===== src/aq_consts.svh =====
// Bus glue constants for I/O port addresses, page decode, sync depth and register bit positions
`ifndef AQ_CONSTS_SVH
`define AQ_CONSTS_SVH

////////////////////////////////
// I/O port addresses
////////////////////////////////
`define AQ_IO_DAC       8'hEC   // Audio DAC
`define AQ_IO_BANK0     8'hF0
`define AQ_IO_BANK1     8'hF1
`define AQ_IO_BANK2     8'hF2
`define AQ_IO_BANK3     8'hF3
`define AQ_IO_ESPCTRL   8'hF4   // ESP UART status / control
`define AQ_IO_ESPDATA   8'hF5   // ESP UART data
`define AQ_IO_SYSCTRL   8'hFB
`define AQ_IO_CASS      8'hFC
`define AQ_IO_CPM       8'hFD   // CP/M remap on write and 0 on read
`define AQ_IO_PRINTER   8'hFE
`define AQ_IO_KEYB      8'hFF

////////////////////////////////
// Memory map
////////////////////////////////
// Cartridge occupies pages 16-19
`define AQ_PAGE_CART_HI 4'b0100

// Input synchronizer depth
`define AQ_SYNC_STAGES  3

////////////////////////////////
// Sysctrl ($FB) bits
////////////////////////////////
`define AQ_SYSCTRL_DIS_REGS 0
`define AQ_SYSCTRL_TURBO    2
`define AQ_SYSCTRL_UNL      6
`define AQ_SYSCTRL_UNL_WE   7   // Must be set to change the unlimited bit

////////////////////////////////
// ESP control ($F4) write bits
////////////////////////////////
`define AQ_ESP_CLR_FERR 3
`define AQ_ESP_CLR_OVF  4
`define AQ_ESP_BREAK    7       // Queue a break on the tx side

`endif


===== src/aq_pkg.sv =====
// Shared bus, bank, read-response and audio types of the system bus glue
package aq_pkg;

    // Plain vectors with a meaning
    typedef logic [15:0] addr_t;    // CPU bus address
    typedef logic  [7:0] byte_t;    // CPU bus data
    typedef logic  [5:0] page_t;    // One of 64 physical 16 KB pages
    typedef logic [15:0] sample_t;  // Offset binary audio

    // One bank register laid out like the $F0-$F3 byte
    typedef struct packed {
        logic  ro;          // Bit 7 blocks RAM writes
        logic  overlay;     // Bit 6 opens the system RAM window at $3800
        page_t page;        // Bits 5..0
    } bank_reg_t;

    // Decoded bus cycle with active high flags
    typedef struct packed {
        addr_t addr;
        byte_t wrdata;
        logic  mreq;
        logic  iorq;
        logic  rd;
        logic  wr;
        logic  wr_stb;      // Write qualified by the bus strobe
    } bus_cycle_t;

    // Read data offered by one decoder
    typedef struct packed {
        logic  hit;
        byte_t data;
    } rd_resp_t;

endpackage


===== src/aq_bank_decode.sv =====
// Bank registers and memory-space decoding into page, chip selects and RAM write enable
`timescale 1ns/1ns
`include "aq_consts.svh"

module aq_bank_decode (
    input  logic               clk,
    input  logic               reset,
    input  aq_pkg::bus_cycle_t bus,
    input  logic               dis_regs,
    output logic [4:0]         ebus_ba,
    output logic               ram_ce_n,
    output logic               cart_ce_n,
    output logic               ram_we_n,
    output aq_pkg::rd_resp_t   rd_resp
);
    import aq_pkg::*;

    bank_reg_t q_bank [4];      // $F0-$F3
    bank_reg_t cur_bank;        // Bank of the current memory window

    logic sel_io_bank;
    logic bank_wr;
    logic sel_ram;
    logic sel_cart;
    logic sysram_win;

    ////////////////////////////////
    // Bank register access
    ////////////////////////////////
    assign sel_io_bank = bus.iorq && !dis_regs &&
                         (bus.addr[7:0] == `AQ_IO_BANK0 ||
                          bus.addr[7:0] == `AQ_IO_BANK1 ||
                          bus.addr[7:0] == `AQ_IO_BANK2 ||
                          bus.addr[7:0] == `AQ_IO_BANK3);

    assign bank_wr = sel_io_bank && bus.wr_stb;

    always_ff @(posedge clk or posedge reset) begin
        if (reset) begin
            for (int i = 0; i < 4; i++) begin
                q_bank[i] <= '0;
            end
        end else if (bank_wr) begin
            q_bank[bus.addr[1:0]] <= bank_reg_t'(bus.wrdata); // Low bits pick the bank
        end
    end

    assign rd_resp.hit  = sel_io_bank;
    assign rd_resp.data = byte_t'(q_bank[bus.addr[1:0]]);

    ////////////////////////////////
    // Memory decoding
    ////////////////////////////////
    // Each 16 KB window has its own bank register
    assign cur_bank = q_bank[bus.addr[15:14]];

    assign ebus_ba = cur_bank.page[4:0];

    assign sel_cart = bus.mreq && cur_bank.page[5:2] == `AQ_PAGE_CART_HI;  // Pages 16-19
    assign sel_ram  = bus.mreq && cur_bank.page[5];                         // Pages 32-63

    // Top 2 KB of an overlay window stays writable in read-only banks
    assign sysram_win = cur_bank.overlay && bus.addr[13:11] == 3'b111;

    assign ram_ce_n  = !sel_ram;
    assign cart_ce_n = !sel_cart;
    assign ram_we_n  = !(sel_ram && bus.wr && (!cur_bank.ro || sysram_win));

endmodule


===== src/aq_io_regs.sv =====
// I/O registers for system control, audio DAC, ESP UART, cassette, printer and keyboard
`timescale 1ns/1ns
`include "aq_consts.svh"

module aq_io_regs (
    input  logic               clk,
    input  logic               reset,
    input  aq_pkg::bus_cycle_t bus,
    input  logic [63:0]        keys,
    input  logic               cassette_in,
    input  logic               printer_in,
    input  logic               esp_tx_fifo_full,
    input  logic               esp_rx_empty,
    input  logic               esp_rx_fifo_overflow,
    input  logic               esp_rx_framing_error,
    input  logic [8:0]         esp_rx_data,    // Bit 8 flags a received break
    output logic [8:0]         esp_tx_data,    // Bit 8 requests a break
    output logic               esp_tx_wr,
    output logic               esp_rx_rd,
    output logic               cassette_out,
    output logic               printer_out,
    output logic               cpm_remap,
    output logic               turbo,
    output logic               turbo_unlimited,
    output logic               dis_regs,
    output aq_pkg::sample_t    audio_out,
    output aq_pkg::rd_resp_t   rd_resp
);
    import aq_pkg::*;

    byte_t q_dac;
    logic  q_turbo, q_unl, q_dis_regs;
    logic  q_cass_out, q_prn_out, q_cpm;
    logic  q_ovf, q_ferr;
    logic  [`AQ_SYNC_STAGES-1:0] q_cass_sync;
    logic  [`AQ_SYNC_STAGES-1:0] q_prn_sync;

    logic  sel_dac, sel_espctrl, sel_espdata;
    logic  sel_sysctrl, sel_cass, sel_cpm, sel_prn, sel_keyb;
    byte_t espctrl_data;
    byte_t keyb_data;
    logic  [13:0] mix;

    ////////////////////////////////
    // Port decoding
    ////////////////////////////////
    assign sel_dac     = bus.iorq && !q_dis_regs && bus.addr[7:0] == `AQ_IO_DAC;
    assign sel_espctrl = bus.iorq && !q_dis_regs && bus.addr[7:0] == `AQ_IO_ESPCTRL;
    assign sel_espdata = bus.iorq && !q_dis_regs && bus.addr[7:0] == `AQ_IO_ESPDATA;
    assign sel_sysctrl = bus.iorq && bus.addr[7:0] == `AQ_IO_SYSCTRL;
    assign sel_cass    = bus.iorq && bus.addr[7:0] == `AQ_IO_CASS;
    assign sel_cpm     = bus.iorq && bus.addr[7:0] == `AQ_IO_CPM;
    assign sel_prn     = bus.iorq && bus.addr[7:0] == `AQ_IO_PRINTER;
    assign sel_keyb    = bus.iorq && bus.addr[7:0] == `AQ_IO_KEYB;

    ////////////////////////////////
    // Registers and synchronizers
    ////////////////////////////////
    always_ff @(posedge clk or posedge reset) begin
        if (reset) begin
            q_dac       <= '0;
            q_turbo     <= 1'b0;
            q_unl       <= 1'b0;
            q_dis_regs  <= 1'b0;
            q_cass_out  <= 1'b0;
            q_prn_out   <= 1'b0;
            q_cpm       <= 1'b0;
            q_ovf       <= 1'b0;
            q_ferr      <= 1'b0;
            q_cass_sync <= '0;
            q_prn_sync  <= '0;
        end else begin
            q_cass_sync <= {q_cass_sync[`AQ_SYNC_STAGES-2:0], cassette_in};
            q_prn_sync  <= {q_prn_sync[`AQ_SYNC_STAGES-2:0], printer_in};

            if (bus.wr_stb) begin
                if (sel_dac)  q_dac      <= bus.wrdata;
                if (sel_cass) q_cass_out <= bus.wrdata[0];
                if (sel_cpm)  q_cpm      <= bus.wrdata[0];
                if (sel_prn)  q_prn_out  <= bus.wrdata[0];
                if (sel_sysctrl) begin
                    if (bus.wrdata[`AQ_SYSCTRL_UNL_WE])
                        q_unl <= bus.wrdata[`AQ_SYSCTRL_UNL];
                    q_turbo    <= bus.wrdata[`AQ_SYSCTRL_TURBO];
                    q_dis_regs <= bus.wrdata[`AQ_SYSCTRL_DIS_REGS];
                end
                if (sel_espctrl) begin
                    q_ovf  <= q_ovf & ~bus.wrdata[`AQ_ESP_CLR_OVF];
                    q_ferr <= q_ferr & ~bus.wrdata[`AQ_ESP_CLR_FERR];
                end
            end

            // Error pulses override a clear in the same cycle
            if (esp_rx_fifo_overflow) q_ovf  <= 1'b1;
            if (esp_rx_framing_error) q_ferr <= 1'b1;
        end
    end

    assign cassette_out    = q_cass_out;
    assign printer_out     = q_prn_out;
    assign cpm_remap       = q_cpm;
    assign turbo           = q_turbo;
    assign turbo_unlimited = q_unl;
    assign dis_regs        = q_dis_regs;

    ////////////////////////////////
    // ESP UART
    ////////////////////////////////
    assign esp_tx_data = sel_espctrl ? 9'h100 : {1'b0, bus.wrdata};
    assign esp_tx_wr   = bus.wr_stb &&
                         (sel_espdata || (sel_espctrl && bus.wrdata[`AQ_ESP_BREAK]));
    assign esp_rx_rd   = bus.rd && sel_espdata;  // Pops one entry per read cycle

    assign espctrl_data = {3'b0, q_ovf, q_ferr, esp_rx_data[8], esp_tx_fifo_full, !esp_rx_empty};

    // Keyboard rows take part when their address bit is low
    always_comb begin
        keyb_data = 8'hFF;
        for (int n = 0; n < 8; n++) begin
            if (!bus.addr[8+n])
                keyb_data = keyb_data & keys[8*n +: 8];
        end
    end

    ////////////////////////////////
    // Audio mix
    ////////////////////////////////
    assign mix = {2'b0, q_dac, 4'b0} + (q_cass_out ? 14'd1023 : 14'd0);  // DAC plus beep

    always_ff @(posedge clk or posedge reset) begin
        if (reset)
            audio_out <= '0;
        else
            audio_out <= {~mix[13], mix[12:0], 2'b0};
    end

    ////////////////////////////////
    // Read data
    ////////////////////////////////
    always_comb begin
        rd_resp = '0;
        if (sel_dac)     rd_resp = '{hit: 1'b1, data: q_dac};
        if (sel_espctrl) rd_resp = '{hit: 1'b1, data: espctrl_data};
        if (sel_espdata) rd_resp = '{hit: 1'b1, data: esp_rx_data[7:0]};
        if (sel_sysctrl) rd_resp = '{hit: 1'b1, data: {1'b0, q_unl, 3'b0, q_turbo, 1'b0, q_dis_regs}};
        if (sel_cass)    rd_resp = '{hit: 1'b1, data: {7'b0, !q_cass_sync[`AQ_SYNC_STAGES-1]}};
        if (sel_cpm)     rd_resp = '{hit: 1'b1, data: 8'h00};    // No vsync here
        if (sel_prn)     rd_resp = '{hit: 1'b1, data: {7'b0, q_prn_sync[`AQ_SYNC_STAGES-1]}};
        if (sel_keyb)    rd_resp = '{hit: 1'b1, data: keyb_data};
    end

endmodule


===== src/aq_read_mux.sv =====
// Read multiplexer combining the decoder responses into bus data and output enable
`timescale 1ns/1ns

module aq_read_mux (
    input  aq_pkg::bus_cycle_t bus,
    input  aq_pkg::rd_resp_t   bank_resp,
    input  aq_pkg::rd_resp_t   io_resp,
    output aq_pkg::byte_t      ebus_d_out,
    output logic               ebus_d_oe
);

    logic any_hit;

    assign any_hit = bank_resp.hit || io_resp.hit;

    // Decoders never hit together
    always_comb begin
        if (bank_resp.hit)
            ebus_d_out = bank_resp.data;
        else if (io_resp.hit)
            ebus_d_out = io_resp.data;
        else
            ebus_d_out = '0;    // Idle bus data
    end

    // Drive the bus only during a read of an internal register
    assign ebus_d_oe = bus.rd && any_hit;

endmodule


===== src/aq_bus.sv =====
// Top level of the system bus glue with memory banking and I/O registers
`timescale 1ns/1ns

module aq_bus (
    input  logic            clk,
    input  logic            reset,

    // External Z80 bus
    input  logic [15:0]     ebus_a,
    input  logic [7:0]      ebus_d_in,
    output logic [7:0]      ebus_d_out,
    output logic            ebus_d_oe,
    input  logic            ebus_rd_n,
    input  logic            ebus_wr_n,
    input  logic            ebus_mreq_n,
    input  logic            ebus_iorq_n,
    input  logic            ebus_stb,
    output logic [4:0]      ebus_ba,
    output logic            ebus_ram_ce_n,      // 512 KB RAM
    output logic            ebus_cart_ce_n,
    output logic            ebus_ram_we_n,

    input  logic [63:0]     keys,

    // ESP UART
    output logic [8:0]      esp_tx_data,
    output logic            esp_tx_wr,
    input  logic            esp_tx_fifo_full,
    input  logic [8:0]      esp_rx_data,
    output logic            esp_rx_rd,
    input  logic            esp_rx_empty,
    input  logic            esp_rx_fifo_overflow,
    input  logic            esp_rx_framing_error,

    // Misc ports
    output logic            cassette_out,
    input  logic            cassette_in,
    output logic            printer_out,
    input  logic            printer_in,
    output logic            cpm_remap,
    output logic            turbo,
    output logic            turbo_unlimited,
    output aq_pkg::sample_t audio_out
);
    import aq_pkg::*;

    bus_cycle_t bus;
    rd_resp_t   bank_resp;
    rd_resp_t   io_resp;
    logic       dis_regs;

    // Active-low pins to active-high flags
    always_comb begin
        bus.addr   = ebus_a;
        bus.wrdata = ebus_d_in;
        bus.mreq   = !ebus_mreq_n;
        bus.iorq   = !ebus_iorq_n;
        bus.rd     = !ebus_rd_n;
        bus.wr     = !ebus_wr_n;
        bus.wr_stb = !ebus_wr_n && ebus_stb;
    end

    aq_bank_decode i_bank_decode (
        .clk       (clk),
        .reset     (reset),
        .bus       (bus),
        .dis_regs  (dis_regs),
        .ebus_ba   (ebus_ba),
        .ram_ce_n  (ebus_ram_ce_n),
        .cart_ce_n (ebus_cart_ce_n),
        .ram_we_n  (ebus_ram_we_n),
        .rd_resp   (bank_resp)
    );

    aq_io_regs i_io_regs (
        .clk                  (clk),
        .reset                (reset),
        .bus                  (bus),
        .keys                 (keys),
        .cassette_in          (cassette_in),
        .printer_in           (printer_in),
        .esp_tx_fifo_full     (esp_tx_fifo_full),
        .esp_rx_empty         (esp_rx_empty),
        .esp_rx_fifo_overflow (esp_rx_fifo_overflow),
        .esp_rx_framing_error (esp_rx_framing_error),
        .esp_rx_data          (esp_rx_data),
        .esp_tx_data          (esp_tx_data),
        .esp_tx_wr            (esp_tx_wr),
        .esp_rx_rd            (esp_rx_rd),
        .cassette_out         (cassette_out),
        .printer_out          (printer_out),
        .cpm_remap            (cpm_remap),
        .turbo                (turbo),
        .turbo_unlimited      (turbo_unlimited),
        .dis_regs             (dis_regs),
        .audio_out            (audio_out),
        .rd_resp              (io_resp)
    );

    aq_read_mux i_read_mux (
        .bus        (bus),
        .bank_resp  (bank_resp),
        .io_resp    (io_resp),
        .ebus_d_out (ebus_d_out),
        .ebus_d_oe  (ebus_d_oe)
    );

endmodule


===== config.mk =====
export PLATFORM = sky130hd
export DESIGN_NAME = aq_bus
export DESIGN_NICKNAME = d
export VERILOG_FILES = /design/src/aq_pkg.sv /design/src/aq_bank_decode.sv /design/src/aq_io_regs.sv /design/src/aq_read_mux.sv /design/src/aq_bus.sv
export VERILOG_INCLUDE_DIRS = /design/src
export SDC_FILE = /design/constraint.sdc
export NUM_CORES = 1
export LEC_CHECK = 0
export ABC_CLOCK_PERIOD_IN_PS = 3300
export BUFFER_PORTS_ARGS = -buffer_cell sky130_fd_sc_hd__buf_2
export CAP_MARGIN = 20
export CORE_UTILIZATION = 40
export DETAILED_ROUTE_END_ITERATION = 12
export GPL_TIMING_DRIVEN = 0
export PLACE_DENSITY_LB_ADDON = 0.15
export SLEW_MARGIN = 20
export SYNTH_ARGS = -nofsm -noshare
export SYNTH_HDL_FRONTEND = slang
export SYNTH_HIERARCHICAL = 1
export SYNTH_SLANG_ARGS = --single-unit

===== constraint.sdc =====
create_clock -name clk -period 3.3 [get_ports clk]
set_clock_uncertainty 0.15 [all_clocks]
set_input_delay 0.33 -clock clk [delete_from_list [all_inputs] [get_ports clk]]
set_output_delay 0.33 -clock clk [all_outputs]
set_load 0.01 [all_outputs]

After elaboration in Yosys (flattened, before gate mapping) --
Cells that the tools add are included. W data, S select, Z words.
Storage, ports and cells: word-level logic and storage cells 142, register bits 68, output and inout bits 49
Operators by class: bitwise operators 14, muxes and demuxes 35, $add $sub $neg 1, equal/unequal tests 14, order comparisons 3, reduce and logical (&&, ||, !) cells 51
Operators with widths (number):
- $mux W8 | 15
- $eq A8 B8 Y1 const B | 12
- $mux W9 | 9
- $and A8 B8 Y8 | 7
- $bmux W8 S2 | 2
- $bwmux W32 | 1
- $logic_and A1 B1 Y1 | 22
- $demux W8 S2 | 1
- $add A12 B14 Y14 | 1
- $reduce_and A2 Y1 | 7
- $logic_not A1 Y1 | 11
- $mux W10 | 1
- $reduce_bool A2 Y1 | 4
- $ge A3 B3 Y1 const B | 2
- $logic_or A1 B1 Y1 | 6
- $mux W1 | 6
- $not A2 Y3 | 2
- $eq A4 B3 Y1 const B | 1
- $eq A3 B3 Y1 const B | 1
- $lt A3 B1 Y1 const B | 1
- $not A1 Y1 | 3
- $reduce_and A3 Y1 | 1
- $and A1 B1 Y1 | 2

Longest topological paths before layout --
word-level depth 18, depth in mapped cells 8, depth with buffers taken out 7

Hierarchy --
The synthesis kept the hierarchy.
Modules (own cells, without submodules):
- aq_io_regs | sequential area each 825.8 um^2, cells an instance 245, instances 1, area an instance 2324.7 um^2
- aq_bank_decode | sequential area each 800.8 um^2, cells an instance 103, instances 1, area an instance 1730.4 um^2
- aq_read_mux | sequential area each 0.0 um^2, cells an instance 15, instances 1, area an instance 111.4 um^2
- aq_bus | sequential area each 0.0 um^2, cells an instance 5, instances 1, area an instance 21.3 um^2

Worst setup path before layout --
Ideal clock, no wire load.
path type input -> output, start point input port ebus_iorq_n, end point output port ebus_d_out[7], stages on the path 7, required time 2.820 ns, arrival 1.854 ns, setup slack 0.966 ns, path buffers 1, path through inv_1 nand4_1 buf_2 nor3_1 or4b_1 nor2b_4 a22o_2
RTL lines:
- start: declaration | line aq_bus.sv:16 | input logic ebus_iorq_n,
- end: declaration | line aq_bus.sv:11 | output logic [7:0] ebus_d_out,

==> metrics.csv <==
stage,metric,value,unit
outcome,outcome,"complete, no violations",
timing,fin crit period,3080,ps
final_layout,fin nets,651,
clocking,Skew-Pair Late Insertion Delay,340,ps
clocking,# H-tree levels,3,
pwr,Tot Pwr,0.00178,W
setup_path,R2R Path End,i_io_regs/audio_out[13]$_DFF_PP0_,
yosys,"EDFF count, synth",0,
drt,drt wl/cell,19.2,µm
die,Initial Utilization,0.421,
setup_path,critical setup path kind,flip-flop to primary output,
setup_path,Worst setup EP type,primary output,
yosys,most numerous cell in the Yosys netlist,dfrtp_1,
yosys,Syn. warnings,6,
setup_path,Worst Path Required,2820,ps
clocking,# clock sinks,65,
clocking,post-CTS setup buffer count,0,
final_layout,area grow syn2layout,27.5,%
die,Die H,104,µm
timing,Final Cycle Share,0.935,
final_layout,fraction of layout cells with a size suffix above 1,0.492,
clocking,CTS tree,yes,
drt,DR vias,3717,
placed_design,dpl hpwl,10200,µm
hold_path,hold_sp,esp_rx_fifo_overflow,
global_route,vias in the first global route,3830,
timing,RSZ-0062 raised after global routing,false,
die,Die Area,10900,µm²
drt,routed vias/inst,5.53,
clocking,hold buffer count at CTS,3,
drt,DRT iter0 DRCs,264,
global_route,largest net degree at the start of global routing,34,
setup_path,FF-to-FF setup slack,1070,ps
pwr,Max VDD drop,0.202,mV
drt,TritonRoute pass-1 iters,4,
clocking,CTS buffer count,9,
timing,slew margin rel.,0.456,
yosys,Mapped Avg Cell Area,11.4,µm²
yosys,Syn Std Cell Area,4190,µm²
setup_path,R2R cell count,5,
setup_path,crit path capture,ebus_d_out[0],
yosys,Yosys reg bits,65,
clocking,Max clock buf depth,2,
global_route,initial antenna violation count,0,
global_route,Congestion Overflow GR,0,
clocking,Worst-path clk slew,70,ps
die,row count,36,
yosys,library cells used by synthesis,64,
setup_path,Critical Path AT,2600,ps
die,num ports,159,
die,die width,104,µm
final_layout,FILL cells,908,
placed_design,Placed Area,5110,µm²
clocking,Root Buffer,clkbuf_8,
timing,final setup TNS,0,ps
yosys,top_reg_cell synth,dfrtp_1,
global_route,global routing usage summed across all routing layers,0.244,
hold_path,type of the most critical hold path,input pin to flip-flop,
die,Core Footprint,9950,µm²
timing,final worst slack,215,ps
yosys,Yosys top cell by area,dfrtp_1,
global_route,global-route wire length before repair,20200,µm
yosys,commonest cells in the netlist,"dfrtp_1, mux2_2, o22ai_1",
clocking,PostCTS Resize Cnt,0,
timing,"Slew Viols, Final",0,
timing,final hold viol count,0,
yosys,ys async rst share,1.00,
drt,Routed WL,12900,µm
placed_design,GP Congestion,1.01,
yosys,largest cells by area after synthesis,"dfrtp_1, mux2_2, mux4_2",
final_layout,final instance area,5340,µm²
yosys,sequential share of the synthesized area,0.388,
yosys,Mapped Cells,368,
pwr,Power Density,334,nW/µm²
timing,final setup fails,0,
drt,DRT antenna net count,0,
pwr,leak pwr,2.55,nW
drt,DRC,0,
timing,Worst-Margin Slew,809,ps
final_layout,n_diodes,0,
setup_path,crit path launch,i_io_regs/dis_regs$_DFFE_PP0P_,
setup_path,CP max FO,8,
placed_design,Place WS,455,ps
placed_design,number of port buffers,151,
timing,f_max,0.324,GHz
yosys,post-synth top area share,0.388,
setup_path,reg-to-reg startpoint,i_io_regs/cassette_out$_DFFE_PP0P_,
setup_path,Startpoint Class,flip-flop,
run,Max Cap Viol,0,
## kinds of logic after synthesis
family / count (synthesis) / synth area share
AO/OA/AOI/OAI: 81 / 0.132
AND/OR/NAND/NOR: 100 / 0.180
multiplexers: 64 / 0.214
other: 2 / 0.00179
XOR/XNOR: 3 / 0.00628
flip-flops: 65 / 0.388
buffers and inverters: 46 / 0.0547
adder cells (fa/ha/maj): 7 / 0.0227
## how the worst min path moves through the flow
stage | to | slack [ps] | cells past startpoint
after floorplan | i_io_regs/q_cass_sync[1]$_DFF_PP0_ | 180 | 0
after global placement | i_io_regs/q_prn_sync[2]$_DFF_PP0_ | 180 | 0
after detailed placement | i_io_regs/q_cass_sync[2]$_DFF_PP0_ | 190 | 0
after CTS | i_io_regs/q_ferr$_DFFE_PP0P_ | 20 | 2
after global routing | i_io_regs/q_ferr$_DFFE_PP0P_ | 30 | 2
final | i_io_regs/q_ovf$_DFFE_PP0P_ | 40 | 2
## power by group
part | switching, W | internal (W)
logic | 0.000162 | 0.000126
registers | 0.0000104 | 0.000816
clock network | 0.000316 | 0.000351
## area by class of cell
type / count / area (µm²) / area share
Multi-Input combinational cell: 258 / 2340 / 0.438
Sequential cell: 65 / 1630 / 0.305
Timing Repair Buffer: 154 / 786 / 0.147
Tap cell: 133 / 166 / 0.0312
Buffer: 27 / 158 / 0.0295
Clock buffer: 10 / 128 / 0.0239
Inverter: 19 / 71.3 / 0.0134
Clock inverter: 6 / 67.6 / 0.0127
## per-layer routing
metal,global-route usage,wire (µm),up-vias
met5,0,0,-
met4,0.0939,242,0
met3,0.0445,709,16
met2,0.420,6450,155
met1,0.303,5480,1799
li1,-,-,1747
## critical path, cell delays in order (launching register included)
cell	delay, ps
dfrtp_1	470
or3b_4	470
or3_1	430
or4b_1	290
nor2b_4	260
a22o_1	200
buf_2	140
## layout by cell type (no fill, tap or decap), types with 3 or more instances in the layout
cell type        n
a21o_1           3
a21oi_1          7
a22o_1           6
a22oi_1          4
buf_2          159
buf_4            8
clkbuf_1         8
clkbuf_8         9
conb_1           3
dfrtp_1         65
dlygate4sd3_1    3
ha_1             6
inv_1           16
inv_2            3
mux2_1           3
mux2_2          42
mux2i_1          3
mux4_2          16
nand2_1         16
nand2b_1         3
nand3_1          7
nand4_1          3
nor2_1          11
nor2b_1         14
nor3_1           7
nor4_1           8
nor4_4           8
o21a_1           4
o21ai_0         11
o22ai_1         31
or3_1            3
## state kept, by name, indices dropped and copies added, names as in the netlist
signal / count
i_io_regs/printer_out: 1
i_io_regs/turbo_unlimited: 1
i_io_regs/q_ovf: 1
i_io_regs/cpm_remap: 1
i_io_regs/cassette_out: 1
i_io_regs/turbo: 1
i_io_regs/q_ferr: 1
i_io_regs/q_dac: 8
i_io_regs/audio_out: 11
i_io_regs/q_prn_sync: 3
i_bank_decode/q_bank: 32
i_io_regs/q_cass_sync: 3
i_io_regs/dis_regs: 1
## stage by stage
stage	hold slack (ps)	instances	utilization
after floorplan	181	369	-
after global placement	184	653	0.514
after detailed placement	188	653	0.514
after CTS	23.8	672	0.536
after global routing	28.2	672	0.536
final	41.9	672	0.536
Note: power is estimated with default switching activity, not from simulation.
